$ cat config.mk
export PLATFORM = sky130hd
export DESIGN_NAME = ldst_top
export DESIGN_NICKNAME = d
export VERILOG_FILES = /design/src/rtl/ldst_pkg.sv /design/src/rtl/ldst_channel.sv /design/src/rtl/ld_st_unit.sv /design/src/rtl/strided_dmem.sv /design/src/rtl/ldst_top.sv
export VERILOG_INCLUDE_DIRS = /design/src /design/src/rtl
export SDC_FILE = /design/constraint.sdc
export NUM_CORES = 2
export LEC_CHECK = 0
export BUFFER_PORTS_ARGS = -buffer_cell sky130_fd_sc_hd__buf_4
export CAP_MARGIN = 15
export CORE_ASPECT_RATIO = 1.4
export CORE_UTILIZATION = 60
export DETAILED_ROUTE_END_ITERATION = 8
export PLACE_DENSITY = 0.77
export SYNTH_ARGS = -nofsm -noshare
export SYNTH_HDL_FRONTEND = slang
export SYNTH_SLANG_ARGS = --single-unit
$ cat constraint.sdc
create_clock -name clock -period 12.7 [get_ports clock]
set_input_delay 2.54 -clock clock [delete_from_list [all_inputs] [get_ports clock]]
set_output_delay 2.54 -clock clock [all_outputs]
set_load 0.1 [all_outputs]
$ cat src/rtl/ldst_defs.svh
`ifndef LDST_DEFS_SVH
`define LDST_DEFS_SVH

//////////////////////////////////////////////////
// Datapath widths
//////////////////////////////////////////////////
`define WIDTH_DATA		32		// Data word
`define WIDTH_ADDR		6		// Data memory address
`define WIDTH_STRIDE	4		// Unsigned stride
`define WIDTH_ISSUE		4		// Issue number
`define WIDTH_DST		3		// Destination register number

//////////////////////////////////////////////////
// Depths
//////////////////////////////////////////////////
`define DEPTH_BUFF		4		// Load data buffer entries
`define SIZE_DMEM		(1 << `WIDTH_ADDR)	// Words in data memory

`endif

$ cat src/rtl/ldst_pkg.sv
`include "ldst_defs.svh"

package ldst_pkg;

	//////////////////////////////////////////////////
	// Vector types
	//////////////////////////////////////////////////
	typedef logic [`WIDTH_DATA-1:0]		data_t;
	typedef logic [`WIDTH_ADDR-1:0]		address_t;		// Also used for lengths
	typedef logic [`WIDTH_STRIDE-1:0]	stride_t;
	typedef logic [`WIDTH_ISSUE-1:0]	issue_no_t;
	typedef logic [`WIDTH_DST-1:0]		dst_t;

	//////////////////////////////////////////////////
	// Command from the front end
	//////////////////////////////////////////////////
	typedef struct packed {
		logic			v;
		logic [1:0]		op_type;		// 3 is a memory command
		logic			op_class;		// Load 0, store 1
		dst_t			dst;
		issue_no_t		issue_no;
	} command_t;

	// One memory stream request
	typedef struct packed {
		logic			req;			// Single-cycle pulse
		address_t		len;			// Zero means full memory
		stride_t		stride;
		address_t		base;
	} access_t;

	typedef struct packed {
		access_t		ld;
		access_t		st;
	} ldst_req_t;

	// Write-back token of a finished command
	typedef struct packed {
		logic			v;
		logic			op_class;
		dst_t			dst;
		issue_no_t		issue_no;
	} wb_token_t;

	typedef enum logic [1:0] {
		CH_IDLE,
		CH_ISSUE,
		CH_ACCESS,
		CH_DRAIN
	} chan_state_t;

endpackage

$ cat src/rtl/ldst_channel.sv
`timescale 1ns/10ps
`include "ldst_defs.svh"

module ldst_channel
	import ldst_pkg::*;
#(
	parameter bit LOAD_DIR = 1'b1				// 1 load channel, 0 store channel
)(
	input	logic		clock,
	input	logic		arst_n,
	input	logic		stall,					// Write-back stall
	input	logic		start,					// Decoded command for this direction
	input	address_t	len,
	input	stride_t	stride,
	input	address_t	base,
	input	wb_token_t	token_in,
	input	data_t		data_in,				// Fill word for stores
	input	logic		grant,					// Word returned by memory
	input	logic		acc_end,				// Memory stream finished
	input	data_t		mem_data,
	output	access_t	access,
	output	data_t		data_out,
	output	logic		data_valid,
	output	logic		ready,					// Buffer has room
	output	logic		busy,
	output	logic		fin,					// Completion pulse
	output	wb_token_t	token_out
);

	localparam int WIDTH_PTR = $clog2(`DEPTH_BUFF);

	chan_state_t			state;
	chan_state_t			state_nxt;

	address_t				len_q;
	stride_t				stride_q;
	address_t				base_q;
	wb_token_t				token_q;
	data_t					fill_q;

	data_t					buff [`DEPTH_BUFF];
	logic [WIDTH_PTR-1:0]	wr_ptr;
	logic [WIDTH_PTR-1:0]	rd_ptr;
	logic [WIDTH_PTR:0]		count;
	logic					push;
	logic					pop;
	logic					empty;

	//////////////////////////////////////////////////
	// Channel FSM
	//////////////////////////////////////////////////
	always_comb begin
		state_nxt = state;
		case (state)
			CH_IDLE:	if (start) state_nxt = CH_ISSUE;
			CH_ISSUE:	state_nxt = CH_ACCESS;
			CH_ACCESS:	if (acc_end) state_nxt = LOAD_DIR ? CH_DRAIN : CH_IDLE;
			CH_DRAIN:	if (empty) state_nxt = CH_IDLE;
			default:	state_nxt = CH_IDLE;
		endcase
	end

	always_ff @(posedge clock or negedge arst_n) begin
		if (!arst_n) begin
			state <= CH_IDLE;
		end else begin
			state <= state_nxt;
		end
	end

	// Request and token captured when the command is taken
	always_ff @(posedge clock) begin
		if ((state == CH_IDLE) && start) begin
			len_q    <= len;
			stride_q <= stride;
			base_q   <= base;
			token_q  <= token_in;
			fill_q   <= data_in;
		end
	end

	assign access.req    = (state == CH_ISSUE);	// One cycle after the command
	assign access.len    = len_q;
	assign access.stride = stride_q;
	assign access.base   = base_q;

	assign busy      = (state != CH_IDLE);
	assign token_out = token_q;
	assign fin       = LOAD_DIR ? ((state == CH_DRAIN) && empty) :
							((state == CH_ACCESS) && acc_end);

	//////////////////////////////////////////////////
	// Load data buffer
	//////////////////////////////////////////////////
	assign empty = (count == '0);
	assign push  = LOAD_DIR && grant;
	assign pop   = !empty && !stall;

	always_ff @(posedge clock) begin
		if (push) begin
			buff[wr_ptr] <= mem_data;
		end
	end

	always_ff @(posedge clock or negedge arst_n) begin
		if (!arst_n) begin
			wr_ptr <= '0;
			rd_ptr <= '0;
			count  <= '0;
		end else begin
			if (push) wr_ptr <= wr_ptr + 1'b1;
			if (pop) rd_ptr <= rd_ptr + 1'b1;
			case ({push, pop})
				2'b10:		count <= count + 1'b1;
				2'b01:		count <= count - 1'b1;
				default:	count <= count;
			endcase
		end
	end

	// One word may still be in flight from the memory
	assign ready      = LOAD_DIR ? (count < (`DEPTH_BUFF - 1)) : 1'b1;
	assign data_valid = LOAD_DIR && !empty;
	assign data_out   = LOAD_DIR ? buff[rd_ptr] : fill_q;

endmodule

$ cat src/rtl/ld_st_unit.sv
`timescale 1ns/10ps
`include "ldst_defs.svh"

module ld_st_unit
	import ldst_pkg::*;
(
	input	logic		clock,
	input	logic		arst_n,
	input	logic		stall,
	input	issue_no_t	issue_no,				// Current issue number
	input	logic		req,
	input	command_t	command,
	input	data_t		src_data1,				// Length and stride
	input	data_t		src_data2,				// Base address
	input	data_t		src_data3,				// Fill word
	input	logic		ld_grant,
	input	logic		st_grant,
	input	logic		ld_end,
	input	logic		st_end,
	input	data_t		ld_data,
	output	ldst_req_t	ldst_req,
	output	data_t		st_data,
	output	logic		ld_ready,
	output	wb_token_t	wb_token,
	output	data_t		wb_data,
	output	logic		wb_valid,
	output	logic		done,
	output	logic		ld_busy,
	output	logic		st_busy,
	output	logic		cmd_drop
);

	logic			mem_cmd;
	logic			ld_cmd;
	logic			st_cmd;
	address_t		len;
	stride_t		stride;
	address_t		base;
	wb_token_t		cmd_token;

	logic			ld_fin;
	logic			st_fin;
	wb_token_t		ld_tok;
	wb_token_t		st_tok;
	issue_no_t		dist_ld;
	issue_no_t		dist_st;
	logic			sel_ld;

	logic			pend_v;
	wb_token_t		pend_tok;
	logic			drop_q;

	//////////////////////////////////////////////////
	// Command decode
	//////////////////////////////////////////////////
	assign mem_cmd = req && command.v && (command.op_type == 2'd3);
	assign ld_cmd  = mem_cmd && !command.op_class;
	assign st_cmd  = mem_cmd && command.op_class;

	assign len    = src_data1[`WIDTH_ADDR-1:0];
	assign stride = src_data1[`WIDTH_DATA-1 -: `WIDTH_STRIDE];
	assign base   = src_data2[`WIDTH_ADDR-1:0];

	assign cmd_token = '{v: 1'b1, op_class: command.op_class,
						dst: command.dst, issue_no: command.issue_no};

	ldst_channel #(.LOAD_DIR(1'b1)) ld_chan (
		.clock		(clock),
		.arst_n		(arst_n),
		.stall		(stall),
		.start		(ld_cmd),
		.len		(len),
		.stride		(stride),
		.base		(base),
		.token_in	(cmd_token),
		.data_in	(src_data3),
		.grant		(ld_grant),
		.acc_end	(ld_end),
		.mem_data	(ld_data),
		.access		(ldst_req.ld),
		.data_out	(wb_data),
		.data_valid	(wb_valid),
		.ready		(ld_ready),
		.busy		(ld_busy),
		.fin		(ld_fin),
		.token_out	(ld_tok)
	);

	ldst_channel #(.LOAD_DIR(1'b0)) st_chan (
		.clock		(clock),
		.arst_n		(arst_n),
		.stall		(stall),
		.start		(st_cmd),
		.len		(len),
		.stride		(stride),
		.base		(base),
		.token_in	(cmd_token),
		.data_in	(src_data3),
		.grant		(st_grant),
		.acc_end	(st_end),
		.mem_data	('0),
		.access		(ldst_req.st),
		.data_out	(st_data),
		.data_valid	(),
		.ready		(),
		.busy		(st_busy),
		.fin		(st_fin),
		.token_out	(st_tok)
	);

	//////////////////////////////////////////////////
	// Write-back token selection
	//////////////////////////////////////////////////
	assign dist_ld = issue_no - ld_tok.issue_no;	// Unsigned issue distance
	assign dist_st = issue_no - st_tok.issue_no;
	assign sel_ld  = ld_fin && (!st_fin || (dist_ld > dist_st));

	// Loser of a simultaneous finish goes out next cycle
	always_ff @(posedge clock or negedge arst_n) begin
		if (!arst_n) begin
			pend_v <= 1'b0;
			drop_q <= 1'b0;
		end else begin
			pend_v <= ld_fin && st_fin;
			drop_q <= (ld_cmd && ld_busy) || (st_cmd && st_busy);
		end
	end

	always_ff @(posedge clock) begin
		if (ld_fin && st_fin) begin
			pend_tok <= sel_ld ? st_tok : ld_tok;
		end
	end

	assign done = pend_v || ld_fin || st_fin;

	always_comb begin
		wb_token = pend_v ? pend_tok : (sel_ld ? ld_tok : st_tok);
		wb_token.v = done;
	end

	assign cmd_drop = drop_q;

endmodule

$ cat src/rtl/strided_dmem.sv
`timescale 1ns/10ps
`include "ldst_defs.svh"

module strided_dmem
	import ldst_pkg::*;
(
	input	logic		clock,
	input	logic		arst_n,
	input	ldst_req_t	ldst_req,
	input	data_t		st_data,
	input	logic		ld_ready,				// Load channel has room
	output	data_t		ld_data,
	output	logic		ld_grant,
	output	logic		st_grant,
	output	logic		ld_end,
	output	logic		st_end
);

	data_t		mem [`SIZE_DMEM];

	logic		ld_act;
	address_t	ld_addr;
	address_t	ld_cnt;
	address_t	ld_lim;					// Index of last word
	stride_t	ld_stride;
	logic		ld_issue;
	logic		ld_last;
	logic		ld_grant_q;
	logic		ld_last_q;
	logic		ld_end_q;

	logic		st_act;
	address_t	st_addr;
	address_t	st_cnt;
	address_t	st_lim;
	stride_t	st_stride;
	logic		st_last;
	logic		st_grant_q;
	logic		st_last_q;
	logic		st_end_q;

	assign ld_issue = ld_act && ld_ready;
	assign ld_last  = ld_issue && (ld_cnt == ld_lim);
	assign st_last  = st_act && (st_cnt == st_lim);

	//////////////////////////////////////////////////
	// Memory array
	//////////////////////////////////////////////////
	always_ff @(posedge clock) begin
		if (st_act) begin
			mem[st_addr] <= st_data;
		end
		if (ld_issue) begin
			ld_data <= mem[ld_addr];	// Old word on a same-address collision
		end
	end

	//////////////////////////////////////////////////
	// Strided address counters
	//////////////////////////////////////////////////
	always_ff @(posedge clock or negedge arst_n) begin
		if (!arst_n) begin
			ld_act     <= 1'b0;
			ld_grant_q <= 1'b0;
			ld_last_q  <= 1'b0;
			ld_end_q   <= 1'b0;
		end else begin
			if (ldst_req.ld.req) begin
				ld_act <= 1'b1;
			end else if (ld_last) begin
				ld_act <= 1'b0;
			end
			ld_grant_q <= ld_issue;
			ld_last_q  <= ld_last;
			ld_end_q   <= ld_last_q;	// One cycle after the last grant
		end
	end

	always_ff @(posedge clock) begin
		if (ldst_req.ld.req) begin
			ld_addr   <= ldst_req.ld.base;
			ld_cnt    <= '0;
			ld_lim    <= ldst_req.ld.len - 1'b1;	// Zero length wraps to 63
			ld_stride <= ldst_req.ld.stride;
		end else if (ld_issue) begin
			ld_addr <= ld_addr + address_t'(ld_stride);
			ld_cnt  <= ld_cnt + 1'b1;
		end
	end

	always_ff @(posedge clock or negedge arst_n) begin
		if (!arst_n) begin
			st_act     <= 1'b0;
			st_grant_q <= 1'b0;
			st_last_q  <= 1'b0;
			st_end_q   <= 1'b0;
		end else begin
			if (ldst_req.st.req) begin
				st_act <= 1'b1;
			end else if (st_last) begin
				st_act <= 1'b0;
			end
			st_grant_q <= st_act;
			st_last_q  <= st_last;
			st_end_q   <= st_last_q;
		end
	end

	always_ff @(posedge clock) begin
		if (ldst_req.st.req) begin
			st_addr   <= ldst_req.st.base;
			st_cnt    <= '0;
			st_lim    <= ldst_req.st.len - 1'b1;
			st_stride <= ldst_req.st.stride;
		end else if (st_act) begin
			st_addr <= st_addr + address_t'(st_stride);
			st_cnt  <= st_cnt + 1'b1;
		end
	end

	assign ld_grant = ld_grant_q;
	assign ld_end   = ld_end_q;
	assign st_grant = st_grant_q;
	assign st_end   = st_end_q;

endmodule

$ cat src/rtl/ldst_top.sv
`timescale 1ns/10ps

module ldst_top
	import ldst_pkg::*;
(
	input	logic		clock,
	input	logic		arst_n,
	input	logic		req,
	input	command_t	command,
	input	data_t		src_data1,
	input	data_t		src_data2,
	input	data_t		src_data3,
	input	logic		stall,
	input	issue_no_t	issue_no,
	output	wb_token_t	wb_token,
	output	data_t		wb_data,
	output	logic		wb_valid,
	output	logic		done,
	output	logic		ld_busy,
	output	logic		st_busy,
	output	logic		cmd_drop
);

	ldst_req_t	ldst_req;
	data_t		st_data;
	data_t		ld_data;
	logic		ld_ready;
	logic		ld_grant;
	logic		st_grant;
	logic		ld_end;
	logic		st_end;

	//////////////////////////////////////////////////
	// Load/store unit and its memory
	//////////////////////////////////////////////////
	ld_st_unit ldst_unit_i (
		.clock		(clock),
		.arst_n		(arst_n),
		.stall		(stall),
		.issue_no	(issue_no),
		.req		(req),
		.command	(command),
		.src_data1	(src_data1),
		.src_data2	(src_data2),
		.src_data3	(src_data3),
		.ld_grant	(ld_grant),
		.st_grant	(st_grant),
		.ld_end		(ld_end),
		.st_end		(st_end),
		.ld_data	(ld_data),
		.ldst_req	(ldst_req),
		.st_data	(st_data),
		.ld_ready	(ld_ready),
		.wb_token	(wb_token),
		.wb_data	(wb_data),
		.wb_valid	(wb_valid),
		.done		(done),
		.ld_busy	(ld_busy),
		.st_busy	(st_busy),
		.cmd_drop	(cmd_drop)
	);

	strided_dmem dmem_i (
		.clock		(clock),
		.arst_n		(arst_n),
		.ldst_req	(ldst_req),
		.st_data	(st_data),
		.ld_ready	(ld_ready),			// Back-pressure from load buffer
		.ld_data	(ld_data),
		.ld_grant	(ld_grant),
		.st_grant	(st_grant),
		.ld_end		(ld_end),
		.st_end		(st_end)
	);

endmodule

==> flow_summary.ini <==
[yosys]
synth_cells = 3986
post_synth_mux_area_share_pct = 14.0
synth.avg_cell_area_um2 = 22.5
synth_top_family_by_area = multiplexers
post_synth_most_frequent_cells = 2,328 x sky130_fd_sc_hd__edfxtp_1, 537 x sky130_fd_sc_hd__mux4_2, 115 x sky130_fd_sc_hd__clkbuf_1
synthSimpleGateAreaFrac_pct = 1.99
postSynthNetCount = 4138
synth_area_leader_cell = sky130_fd_sc_hd__edfxtp_1
synth_sequential_area_ratio_pct = 78.9
yosys.area_share.xor_xnor_pct = 0.479
synth_cell_type_count = 52
synth_seq_cells = 2363
compound_gate_fraction_of_synth_area_pct = 2.79
synthFlopType = sky130_fd_sc_hd__edfxtp_1
adder_cell_share_of_the_synthesized_area_pct = 0.559
most_common_cell_in_the_synthesized_netlist = sky130_fd_sc_hd__edfxtp_1
netlist_area_um2 = 89600
synth.top_cell.area_share_pct = 78.0
synth_top_cells_by_area = sky130_fd_sc_hd__edfxtp_1 78%, sky130_fd_sc_hd__mux4_2 13%, sky130_fd_sc_hd__dfrtp_1 0.64%
asyncSetResetFlopFracSynth_pct = 0.973
ys.warnings.count = 0
synth_edf_count = 2328

[global_route]
number_of_antenna_violations_at_the_first_check_in_global_routing = 29
gr-total-overflow = 0
grt_util_all_layers_pct = 30.3
largest_net_degree_at_the_start_of_global_routing = 138
vias_in_the_first_global_route = 45100
grt_pass1_wl_um = 318000

[routing]
dr_total_vias = 44300
remaining_drc_errors = 42
avgRoutedWirePerCell_um = 35.3
routed_wl_um = 225000
final_antenna_net_count = 0
detailedRoute.firstPassIterationCount = 8
routed_via_density = 6.95
detail_route.iter0.violations = 6433

[layout]
area_delta_synth_final_pct = 11.7
filler_cell_count = 8627
final_net_count = 4393
stdcell_area_um2 = 100000
drive_gt1_share_pct = 26.9

[clock_tree]
numClockSinks = 2363
postCtsHoldBufs = 0
cts-resized-gates = 0
clock_tree.buffer_depth = 3
cts_setup_buffers = 0
cts_tree = built
cts_htree_levels = 4
clkSlewWorstSetupHoldPaths_ps = 60
cts_root_buffer = sky130_fd_sc_hd__clkbuf_16
clock_insertion_delay_worst_skew_ps = 850
tritoncts_buffers = 202

[status]
outcome = finished, violations left
violations_in_the_final_reports = design-rule violations

[worst_hold_path]
hold_path_end = dmem_i.st_end$_DFF_PN0_
hold_class = reg -> reg
hold_path.startpoint = dmem_i.st_last_q$_DFF_PN0_
whs_path_depth = 0

[timing]
layout_worst_path_cycle_share_pct = 62.7
clock_skews_ps = 34.4
drv_slew = 0
timing.fmax_mhz = 126
worstMarginPinSlew_ps = 1240
grt_setup_unrepaired = no
final.min_clock_period_ps = 7960
maxSlewHeadroom_pct = 17.5
setup_viol_count_final = 0
fin_tns_setup_ps = 0
hold_viol_final = 0

[floorplanning]
dieArea_um2 = 151000
start_util_pct = 60.5
die_outline_width_um = 329
top_level_ports = 161
core_region_area_um2 = 148000
rows = 167
die_h_um = 459

[pwr]
vdd_drop_max_v = 0.000195
power_density_nw_per_um2 = 224
post-layout-total-power_w = 0.0224
static-leakage-power_nw = 31.4

[setup_path]
worstRegToRegCells = 7
timing.critical_path.from_type = primary input
endpoint_kind = output port
worstSetupPathType = in -> out
cp_common_cell = sky130_fd_sc_hd__buf_4
reg2reg_capture_point = dmem_i.ld_data[12]$_DFFE_PP_
cp_slowest_stage_delay_ps = 410
cpMaxStageDelayCell = sky130_fd_sc_hd__fa_1
crit_fanout = 18
worst_setup_path_startpoint = issue_no[0]
cp.required_ps = 10160
timing.reg2reg.setup_slack_ps = 7820
timing.critical_path.cells = buf_4 -> inv_1 -> ha_1 -> fa_1 -> xnor2_1 -> ha_1 -> nand3_1 -> o221a_2 -> nor3_2 -> buf_4 -> mux2_2 -> mux2_2 -> buf_4
cp.arrival_ps = 5420
r2r_start = dmem_i.ld_addr[0]$_DFFE_PP_

[placement]
dpl.hpwl_um = 120000
portBuffers = 112
placement.cell_area_um2 = 93600
gp_congestion = 0.879

[flow_run]
max_cap_violations = 0
==> through the flow <==
stage,hold WS (ps),setup slack (ps),utilization [%],std cells
after floorplan,331,3720,-,3986
after global placement,332,4720,63.2,5980
after detailed placement,335,4740,63.2,5980
after CTS,348,4730,67.5,6345
after global routing,354,4590,67.5,6367
final,347,4740,67.5,6371
==> critical path, delay by kind of cell <==
kind | cells | cell delay [ps]
AO/OA/AOI/OAI | 1 | 280
multiplexers | 2 | 620
AND/OR/NAND/NOR | 2 | 250
XOR/XNOR | 1 | 150
buffers and inverters | 4 | 630
adder cells (fa/ha/maj) | 3 | 950
==> registers in the layout (all words and copies together), names as in the netlist, 6 cells and up <==
name	count
ldst_unit_i.ld_chan.base_q	6
dmem_i.mem	2048
dmem_i.ld_lim	6
ldst_unit_i.st_chan.len_q	6
ldst_unit_i.ld_chan.buff	128
ldst_unit_i.st_chan.token_out	8
ldst_unit_i.st_chan.base_q	6
dmem_i.ld_data	32
dmem_i.ld_cnt	6
ldst_unit_i.st_chan.data_out	32
dmem_i.st_cnt	6
dmem_i.st_lim	6
ldst_unit_i.ld_chan.len_q	6
dmem_i.st_addr	6
dmem_i.ld_addr	6
ldst_unit_i.ld_chan.token_out	8
ldst_unit_i.pend_tok	8
==> layout make-up <==
cell class | instances | area (um^2) | area share [%]
inverters | 45 | 169 | 0.169
multi-input cells | 1370 | 18300 | 18.3
clock buffers | 257 | 5470 | 5.47
repair buffers | 259 | 2010 | 2.01
diodes | 26 | 65.1 | 0.0650
well taps | 1943 | 2430 | 2.43
flip-flops and latches | 2363 | 70700 | 70.7
clock inverters | 108 | 911 | 0.910
==> logic make-up after synthesis <==
family | count (synthesis)
mux | 580
xor+xnor | 49
fa+ha+maj | 37
buf+inv | 253
simple gates | 370
compound gates | 334
flops | 2363
==> worst max path at each step <==
stage               cells past startpoint          end  slack (ps)
floorplan                              10  wb_token[0]        3720
global placement                       13  wb_token[5]        4720
detailed placement                     13  wb_token[6]        4740
CTS                                    13  wb_token[6]        4730
global route                           14  wb_token[3]        4590
finish                                 13  wb_token[6]        4740
==> layout by cell type (no fill, tap or decap), types with 7 or more instances in the layout <==
| cell type | netlist | layout |
|---|---|---|
| sky130_fd_sc_hd__mux4_2 | 537 | 537 |
| sky130_fd_sc_hd__clkinv_1 | 0 | 42 |
| sky130_fd_sc_hd__a21oi_1 | 16 | 16 |
| sky130_fd_sc_hd__nand4_1 | 7 | 7 |
| sky130_fd_sc_hd__a22oi_1 | 76 | 76 |
| sky130_fd_sc_hd__nand2_1 | 103 | 102 |
| sky130_fd_sc_hd__o221ai_1 | 58 | 58 |
| sky130_fd_sc_hd__inv_1 | 45 | 45 |
| sky130_fd_sc_hd__o22ai_1 | 61 | 61 |
| sky130_fd_sc_hd__nor2_4 | 0 | 62 |
| sky130_fd_sc_hd__o21ai_0 | 18 | 17 |
| sky130_fd_sc_hd__nand3_1 | 29 | 29 |
| sky130_fd_sc_hd__diode_2 | 0 | 26 |
| sky130_fd_sc_hd__and2_1 | 22 | 21 |
| sky130_fd_sc_hd__a221oi_1 | 50 | 50 |
| sky130_fd_sc_hd__xnor2_1 | 22 | 22 |
| sky130_fd_sc_hd__mux2_2 | 20 | 20 |
| sky130_fd_sc_hd__a211oi_1 | 30 | 30 |
| sky130_fd_sc_hd__bufinv_16 | 0 | 14 |
| sky130_fd_sc_hd__nor2b_1 | 27 | 24 |
| sky130_fd_sc_hd__edfxtp_1 | 2328 | 2328 |
| sky130_fd_sc_hd__buf_4 | 10 | 254 |
| sky130_fd_sc_hd__xor2_1 | 27 | 27 |
| sky130_fd_sc_hd__clkinv_2 | 0 | 35 |
| sky130_fd_sc_hd__nand2b_1 | 13 | 12 |
| sky130_fd_sc_hd__ha_1 | 32 | 32 |
| sky130_fd_sc_hd__clkbuf_16 | 0 | 210 |
| sky130_fd_sc_hd__or2_2 | 10 | 10 |
| sky130_fd_sc_hd__clkbuf_1 | 115 | 43 |
| sky130_fd_sc_hd__dfrtp_1 | 23 | 22 |
| sky130_fd_sc_hd__nor2_1 | 97 | 35 |
| sky130_fd_sc_hd__and3_1 | 31 | 31 |
| sky130_fd_sc_hd__nor3_1 | 12 | 7 |
| sky130_fd_sc_hd__mux2i_1 | 23 | 23 |
| sky130_fd_sc_hd__dfxtp_1 | 12 | 12 |
==> metal layers <==
metal | track usage, % | vias up | routed length, um | share of wire, %
met4 | 15.2 | 22 | 12200 | 5.4
li1 | - | 17400 | - | -
met3 | 6.93 | 566 | 25900 | 12
met5 | 0 | - | 173 | 0.077
met1 | 38.4 | 23000 | 74700 | 33
met2 | 49.5 | 3244 | 112000 | 50
==> power by group <==
part           internal (W)  switching [W]  total, W
Clock               0.00332        0.00273   0.00605
Combinational       0.00243        0.00444   0.00687
Sequential          0.00923       0.000288   0.00951
(Power assumes the default switching activity.)
